$ cat config.mk
export PLATFORM = sky130hd
export DESIGN_NAME = miss_unit
export DESIGN_NICKNAME = d
export VERILOG_FILES = /design/src/miss_pkg.sv /design/src/miss_alloc_ctrl.sv /design/src/miss_unit.sv /design/src/mshr.sv /design/src/mshr_queue.sv
export VERILOG_INCLUDE_DIRS = /design/src
export SDC_FILE = /design/constraint.sdc
export NUM_CORES = 1
export LEC_CHECK = 0
export BUFFER_PORTS_ARGS = -buffer_cell sky130_fd_sc_hd__clkbuf_2
export CAP_MARGIN = 40
export CORE_MARGIN = 4
export CORE_UTILIZATION = 50
export CTS_CLUSTER_DIAMETER = 80
export DETAILED_ROUTE_END_ITERATION = 8
export GPL_ROUTABILITY_DRIVEN = 1
export HOLD_SLACK_MARGIN = 0.1
export PLACE_DENSITY_LB_ADDON = 0.3
export SLEW_MARGIN = 30
export SYNTH_ARGS = -nofsm -noshare
export SYNTH_HDL_FRONTEND = slang
export SYNTH_HIERARCHICAL = 1
export SYNTH_SLANG_ARGS = --single-unit
$ cat constraint.sdc
create_clock -name clk -period 5.8 [get_ports clk]
set_input_delay 0.29 -clock clk [delete_from_list [all_inputs] [get_ports clk]]
set_output_delay 0.29 -clock clk [all_outputs]
set_load 0.05 [all_outputs]
$ cat src/miss_defines.svh
`ifndef MISS_DEFINES_SVH
`define MISS_DEFINES_SVH

// number of outstanding misses the MSHR can track.
`define MSHR_DEPTH 8

// physical line address width.
`define PADDR_W 15

// load/store queue slots, one bit each in the slot mask.
`define QSLOTS 8

`endif

$ cat src/miss_pkg.sv
`include "miss_defines.svh"

package miss_pkg;

    // one miss from the load/store queue.
    typedef struct packed {
        logic [`PADDR_W-1:0] paddr;
        logic [`QSLOTS-1:0]  qentry;  // one-hot slot.
        logic                rdsw;    // 1 for a read.
    } miss_req_t;

    // one MSHR entry; wake is {read, write}.
    typedef struct packed {
        logic                valid;
        logic [`PADDR_W-1:0] paddr;
        logic [`QSLOTS-1:0]  qentries;
        logic [1:0]          wake;
    } mshr_entry_t;

    // released on a fill.
    typedef struct packed {
        logic [`QSLOTS-1:0] qentries;
        logic [1:0]         wake;
    } wake_t;

endpackage

$ cat src/miss_alloc_ctrl.sv
`timescale 1ns/1ps
`include "miss_defines.svh"

module miss_alloc_ctrl (
    input  logic                clk,
    input  logic                rst,
    input  logic                req_valid,
    input  miss_pkg::miss_req_t req,
    input  logic                hit,
    input  logic                full,
    output logic                alloc,
    output logic                merge,
    output logic                stall,
    output logic                mem_req_valid,
    output logic [`PADDR_W-1:0] mem_req_paddr
);

    // full is the pre-fill occupancy, so a same-cycle fill does not make room.
    assign merge = req_valid & hit;
    assign alloc = req_valid & ~hit & ~full;
    assign stall = req_valid & ~hit & full;

    // only a fresh allocation goes to memory; merges ride on the earlier fetch.
    always_ff @(posedge clk) begin
        if (rst) begin
            mem_req_valid <= 1'b0;
        end else begin
            mem_req_valid <= alloc;
        end
    end

    always_ff @(posedge clk) begin
        if (alloc) begin
            mem_req_paddr <= req.paddr;
        end
    end

endmodule

$ cat src/miss_unit.sv
`timescale 1ns/1ps
`include "miss_defines.svh"

module miss_unit (
    input  logic                clk,
    input  logic                rst,
    input  logic                req_valid,
    input  miss_pkg::miss_req_t req,
    input  logic                fill,
    output logic                req_stall,
    output logic                req_hit,
    output logic                mem_req_valid,
    output logic [`PADDR_W-1:0] mem_req_paddr,
    output logic                wake_valid,
    output miss_pkg::wake_t     wake
);

    logic hit;
    logic full;
    logic alloc;
    logic merge;

    miss_alloc_ctrl ctrl_i (
        .clk           (clk),
        .rst           (rst),
        .req_valid     (req_valid),
        .req           (req),
        .hit           (hit),
        .full          (full),
        .alloc         (alloc),
        .merge         (merge),
        .stall         (req_stall),
        .mem_req_valid (mem_req_valid),
        .mem_req_paddr (mem_req_paddr)
    );

    mshr mshr_i (
        .clk        (clk),
        .rst        (rst),
        .req        (req),
        .alloc      (alloc),
        .merge      (merge),
        .fill       (fill),
        .hit        (hit),
        .full       (full),
        .wake_valid (wake_valid),
        .wake       (wake)
    );

    assign req_hit = merge;  // hit only counts with a valid request.

endmodule

$ cat src/mshr.sv
`timescale 1ns/1ps
`include "miss_defines.svh"

module mshr (
    input  logic                clk,
    input  logic                rst,
    input  miss_pkg::miss_req_t req,
    input  logic                alloc,
    input  logic                merge,
    input  logic                fill,
    output logic                hit,
    output logic                full,
    output logic                wake_valid,
    output miss_pkg::wake_t     wake
);

    import miss_pkg::*;

    localparam int IDX_W = $clog2(`MSHR_DEPTH);

    mshr_entry_t            entries [`MSHR_DEPTH];
    mshr_entry_t            new_entry;
    logic [IDX_W-1:0]       head_idx;
    logic                   empty;
    logic                   pop;
    logic [`MSHR_DEPTH-1:0] match_vec;
    logic [`MSHR_DEPTH-1:0] merge_vec;

    // the head leaves on a fill, so it must not take a merge.
    always_comb begin
        for (int i = 0; i < `MSHR_DEPTH; i++) begin
            match_vec[i] = entries[i].valid
                        && (entries[i].paddr == req.paddr)
                        && !(fill && (head_idx == IDX_W'(i)));
        end
    end

    assign hit       = |match_vec;
    assign merge_vec = match_vec & {`MSHR_DEPTH{merge}};

    always_comb begin
        new_entry.valid    = 1'b1;
        new_entry.paddr    = req.paddr;
        new_entry.qentries = req.qentry;
        new_entry.wake     = {req.rdsw, ~req.rdsw};  // read in bit 1, write in bit 0.
    end

    assign pop = fill & ~empty;  // a fill with nothing outstanding is dropped.

    assign wake_valid    = pop;
    assign wake.qentries = entries[head_idx].qentries;
    assign wake.wake     = entries[head_idx].wake;

    mshr_queue queue_i (
        .clk         (clk),
        .rst         (rst),
        .alloc       (alloc),
        .alloc_entry (new_entry),
        .pop         (pop),
        .merge_vec   (merge_vec),
        .merge_mask  (req.qentry),
        .entries     (entries),
        .head_idx    (head_idx),
        .full        (full),
        .empty       (empty)
    );

endmodule

$ cat src/mshr_queue.sv
`timescale 1ns/1ps
`include "miss_defines.svh"

module mshr_queue (
    input  logic                        clk,
    input  logic                        rst,
    input  logic                        alloc,
    input  miss_pkg::mshr_entry_t       alloc_entry,
    input  logic                        pop,
    input  logic [`MSHR_DEPTH-1:0]      merge_vec,
    input  logic [`QSLOTS-1:0]          merge_mask,
    output miss_pkg::mshr_entry_t       entries [`MSHR_DEPTH],
    output logic [$clog2(`MSHR_DEPTH)-1:0] head_idx,
    output logic                        full,
    output logic                        empty
);

    localparam int IDX_W = $clog2(`MSHR_DEPTH);

    logic [IDX_W-1:0]       head;
    logic [IDX_W-1:0]       tail;
    logic [IDX_W:0]         count;
    logic [`MSHR_DEPTH-1:0] valid_q;

    logic [`PADDR_W-1:0] paddr_q    [`MSHR_DEPTH];
    logic [`QSLOTS-1:0]  qentries_q [`MSHR_DEPTH];
    logic [1:0]          wake_q     [`MSHR_DEPTH];

    // pointers, occupancy and valid bits.
    always_ff @(posedge clk) begin
        if (rst) begin
            head    <= '0;
            tail    <= '0;
            count   <= '0;
            valid_q <= '0;
        end else begin
            if (pop) begin
                valid_q[head] <= 1'b0;
                head <= (head == IDX_W'(`MSHR_DEPTH - 1)) ? '0 : head + 1'b1;
            end
            if (alloc) begin
                valid_q[tail] <= alloc_entry.valid;
                tail <= (tail == IDX_W'(`MSHR_DEPTH - 1)) ? '0 : tail + 1'b1;
            end
            case ({alloc, pop})
                2'b10:   count <= count + 1'b1;
                2'b01:   count <= count - 1'b1;
                default: count <= count;
            endcase
        end
    end

    // entry payload.
    always_ff @(posedge clk) begin
        for (int i = 0; i < `MSHR_DEPTH; i++) begin
            if (merge_vec[i]) begin
                qentries_q[i] <= qentries_q[i] | merge_mask;  // merge never hits the tail being written.
            end
        end
        if (alloc) begin
            paddr_q[tail]    <= alloc_entry.paddr;
            qentries_q[tail] <= alloc_entry.qentries;
            wake_q[tail]     <= alloc_entry.wake;
        end
    end

    always_comb begin
        for (int i = 0; i < `MSHR_DEPTH; i++) begin
            entries[i].valid    = valid_q[i];
            entries[i].paddr    = paddr_q[i];
            entries[i].qentries = qentries_q[i];
            entries[i].wake     = wake_q[i];
        end
    end

    assign head_idx = head;
    assign full     = (count == (IDX_W + 1)'(`MSHR_DEPTH));
    assign empty    = (count == '0);

endmodule

==> key figures <==
Status
  – Status: completed

Worst setup path
  – CP arrival: 4010 ps
  – Reg2Reg Setup Slack: approximately 1900 ps
  – CP peak stage delay: ~770 ps
  – Crit path launch type: flop
  – Crit-path most repeated cell: nand4_1
  – CP Capture Type: flop
  – Register-to-Register Path Depth: 10
  – CP cell instances: nand2_1 > o2111ai_1 > nor3_1 > nand4_1 > nand4_1 > or2_1 > nor3b_2 > buf_4 > nand4_2 > inv_1
  – FF-to-FF Start: mshr_i/queue_i/head_idx[1]$_SDFFE_PP0P_
  – Reg-to-Reg End: mshr_i/queue_i/paddr_q[7][14]$_DFFE_PP_
  – CP max FO: 21
  – Worst path slowest cell: inv_1
  – Critical Path RT: 5940 ps
  – Kind of critical path: reg2reg

Timing
  – Slew margin rel.: 0.468
  – Final Hold Fails: 0
  – Max-slew violation count: 0
  – RSZ-0062 raised after global routing: false
  – Worst Skew: roughly 12 ps
  – Final worst path period share: 0.668
  – Total negative slack: 0 ps
  – Max frequency: between 0.2 and 0.3 GHz
  – # setup viols final: 0
  – Final Critical Period: about 3900 ps
  – Slew @ Worst Pin: about 800 ps

Global route
  – Grt total ovfl: 0
  – First-pass GRT wire length: 36300 microns
  – Tot GR Track Use: 0.196
  – Largest net degree at the start of global routing: 29
  – Antenna violations before repair: 0
  – Vias in the first global route: 6245

Min path
  – Hold path start: rst
  – HP Class: in2reg
  – Hold Path End: mshr_i/queue_i/valid_q[0]$_SDFF_PP0_
  – Worst Hold Depth: 2

Place
  – Placed Instances: 1092
  – GP Congestion: ~0.86
  – Hpwl dp: roughly 15000 microns
  – Buffers on Ports: 56

Synthesis
  – Synthesis Warnings: 6
  – Sequential share of the synthesized area: 0.637
  – Asr flop ratio synth: 0
  – Count of cell types in the netlist: 46
  – #FFs+latches synth: between 200 and 250
  – Syn avg cell area: about 13 sq um
  – Mapped Nets: about 830
  – EDFF count, synth: between 200 and 250
  – Post-synthesis instance area: around 11000 sq um
  – Prevailing post-synth register cell: edfxtp_1
  – Synthesized netlist cell count: just under 800

Drt
  – Via-to-Cell Ratio: approximately 5.6
  – Drt initial violations: 459
  – Met2 wire length: 10900 microns
  – Wire length per cell: about 20 microns
  – Vias: roughly 6.3k
  – Final wirelength: 23200 microns
  – Routed length on met3: ~1600 microns
  – First-pass DRT Iterations: 7
  – DRC: 0
  – Top Layer Used: met4
  – Metal-1 WL: ~10000 microns
  – Final ANT Viol Nets: 0

CTS
  – Clock sinks: about 230
  – Clk pin slew, worst setup/hold paths: ~60 ps
  – Root Driver: clkbuf_16
  – H-tree levels: 1
  – Hold buffers post-CTS: 2
  – Post-CTS sizing: 0
  – Num CTS Buffers: 25
  – Clock Path Buffers: 3
  – Clock latency at the later pin of the worst-skew pair: 520 ps
  – Post-CTS Setup Inserts: 0
  – CTS tree: yes

Floorplan
  – Starting Density: 0.509
  – FP Rows: 53
  – I/O pin count: 57
  – Die ar.: approximately 24000 sq um
  – Die Width: roughly 150 microns
  – Core area: 21100 sq um
  – Die Y: between 150 and 200 microns

Pwr
  – Max VDD drop: 435 uV
  – Clock power frac: 0.372
  – Internal power: approximately 3.2 mW
  – P_sw: 1.19 mW
  – Logic gate share of total power: 0.175
  – Switch share: 0.269
  – P per Cell Area: ~370 nW/um^2
  – Seq pwr share: 0.452
  – P_leak: 3.98 nW

Cells and area
  – Diode count: 0
  – Post-route non-filler standard cell count: 1139
  – Final net count: between 800 and 900
  – Layout fillers: 1686
  – Area Overhead vs Synth: 12.4%
  – Layout cell share with drive strength beyond 1: 0.155

Flow run
  – Max Cap Violations: 0
-- per-layer routing --
| layer | vias to the layer above | GRT usage |
|---|---|---|
| met4 | 0 | 0.0454 |
| met3 | 35 | 0.0252 |
| met5 | - | 0 |
| met2 | 222 | 0.314 |
| li1 | 3000 | - |
| met1 | 3086 | 0.289 |
-- kinds of logic (layout without fill, tap and decap cells) --
group	Yosys count	after routing	share of synthesized area
xor gates and xnor gates	123	123	0.100
buffers and inverters	55	123	0.0307
adders and majority gates	7	7	0.00816
AOI/OAI and AO/OA	93	93	0.0480
muxes	37	37	0.0661
other	1	1	0.000349
and+or+nand+nor	246	246	0.109
DFF	234	234	0.637
-- worst max path at each step --
stage,cells past startpoint,slack [ps],end,startpoint
global route,12,1710,mshr_i/queue_i/valid_q[7]$_SDFF_PP0_,mshr_i/queue_i/head_idx[1]$_SDFFE_PP0P_
finish,10,1930,mshr_i/queue_i/paddr_q[7][14]$_DFFE_PP_,mshr_i/queue_i/head_idx[1]$_SDFFE_PP0P_
detailed placement,11,1840,mshr_i/queue_i/wake_q[7][0]$_DFFE_PP_,req[22]
global placement,14,1780,mshr_i/queue_i/qentries_q[5][7]$_DFFE_PP_,req[22]
floorplan,16,1450,mshr_i/queue_i/count[3]$_SDFFE_PP0P_,mshr_i/queue_i/head_idx[0]$_SDFFE_PP0P_
CTS,10,1950,mshr_i/queue_i/paddr_q[7][14]$_DFFE_PP_,mshr_i/queue_i/head_idx[1]$_SDFFE_PP0P_
-- flip-flops by register name, summed over array words and instances (netlist names) --
register	count
mshr_i/queue_i/qentries_q	64
mshr_i/queue_i/wake_q	16
ctrl_i/mem_req_valid	1
ctrl_i/mem_req_paddr	15
mshr_i/queue_i/head_idx	3
mshr_i/queue_i/tail	3
mshr_i/queue_i/valid_q	8
mshr_i/queue_i/paddr_q	120
mshr_i/queue_i/count	4
-- per-stage QoR --
stage               total power [mW]  instance area (sq um)  hold WS [ps]  setup WS [ps]  utilization
global route                    4.61                  12100           295           1710        0.572
global placement                2.80                  11200           500           1780        0.529
floorplan                       2.64                  10700           363           1450            -
finish                          4.43                  12100           255           1930        0.572
CTS                             4.47                  12100           245           1950        0.572
detailed placement              2.82                  11200           507           1840        0.530
-- Yosys cell counts, types with 4 or more instances --
master,number,share of area
buf_4,13,0.0091
buf_6,6,0.0063
nor3_1,19,0.0089
o211ai_1,4,0.0028
nand4_1,26,0.015
o2111ai_1,6,0.0049
dfxtp_1,19,0.035
buf_2,19,0.0089
nor2_1,66,0.023
inv_1,4,0.0014
mux2_2,11,0.012
xor2_1,29,0.024
ha_1,7,0.0082
mux4_1,20,0.049
or2_2,5,0.0029
edfxtp_1,215,0.60
nand2b_1,10,0.0058
o21ai_0,59,0.028
nand2_1,95,0.033
a21oi_1,19,0.0089
clkbuf_1,8,0.0028
mux2i_1,6,0.0056
xnor2_1,94,0.077
-- critical path, delay by kind of cell (launching register included) --
kind	cells	cell delay [ps]
AO/OA/AOI/OAI	1	270
AND/OR/NAND/NOR	7	1590
buffers and inverters	2	1140
flip-flops	1	500
-- layout by cell type (no fill, tap or decap), drive strengths merged, types with 3 or more instances in the layout --
cell type,n
mux2,11
nand2,95
mux4,20
nor2b,3
o21ai,59
nand2b,13
dfxtp,19
bufinv,5
clkinv,10
mux2i,6
nor3,19
or2,8
o211ai,4
inv,6
edfxtp,215
clkbuf,86
o2111ai,6
a21oi,19
buf,13
xnor2,94
xor2,29
nor2,68
nand4,27
nor4b,3
nor4,3
ha,7
-- layout make-up --
| class | count | area, sq um | share of cell area |
|---|---|---|---|
| Tap cell | 275 | 344 | 0.0285 |
| Clock buffer | 30 | 644 | 0.0534 |
| Multi-Input combinational cell | 507 | 3580 | 0.297 |
| Inverter | 7 | 26.3 | 0.00218 |
| Clock inverter | 15 | 213 | 0.0176 |
| Timing Repair Buffer | 71 | 409 | 0.0339 |
| Sequential cell | 234 | 6840 | 0.567 |
-- power by group through the flow --
stage	Sequential, mW	Combinational, mW	Clock (mW)
after global placement	2.04	0.767	0
after global routing	2.01	0.834	1.76
final	2.00	0.777	1.65
after floorplan	2.06	0.578	0
after CTS	2.00	0.783	1.68
after detailed placement	2.04	0.779	0
No activity file was read; power rests on OpenSTA's default activity.
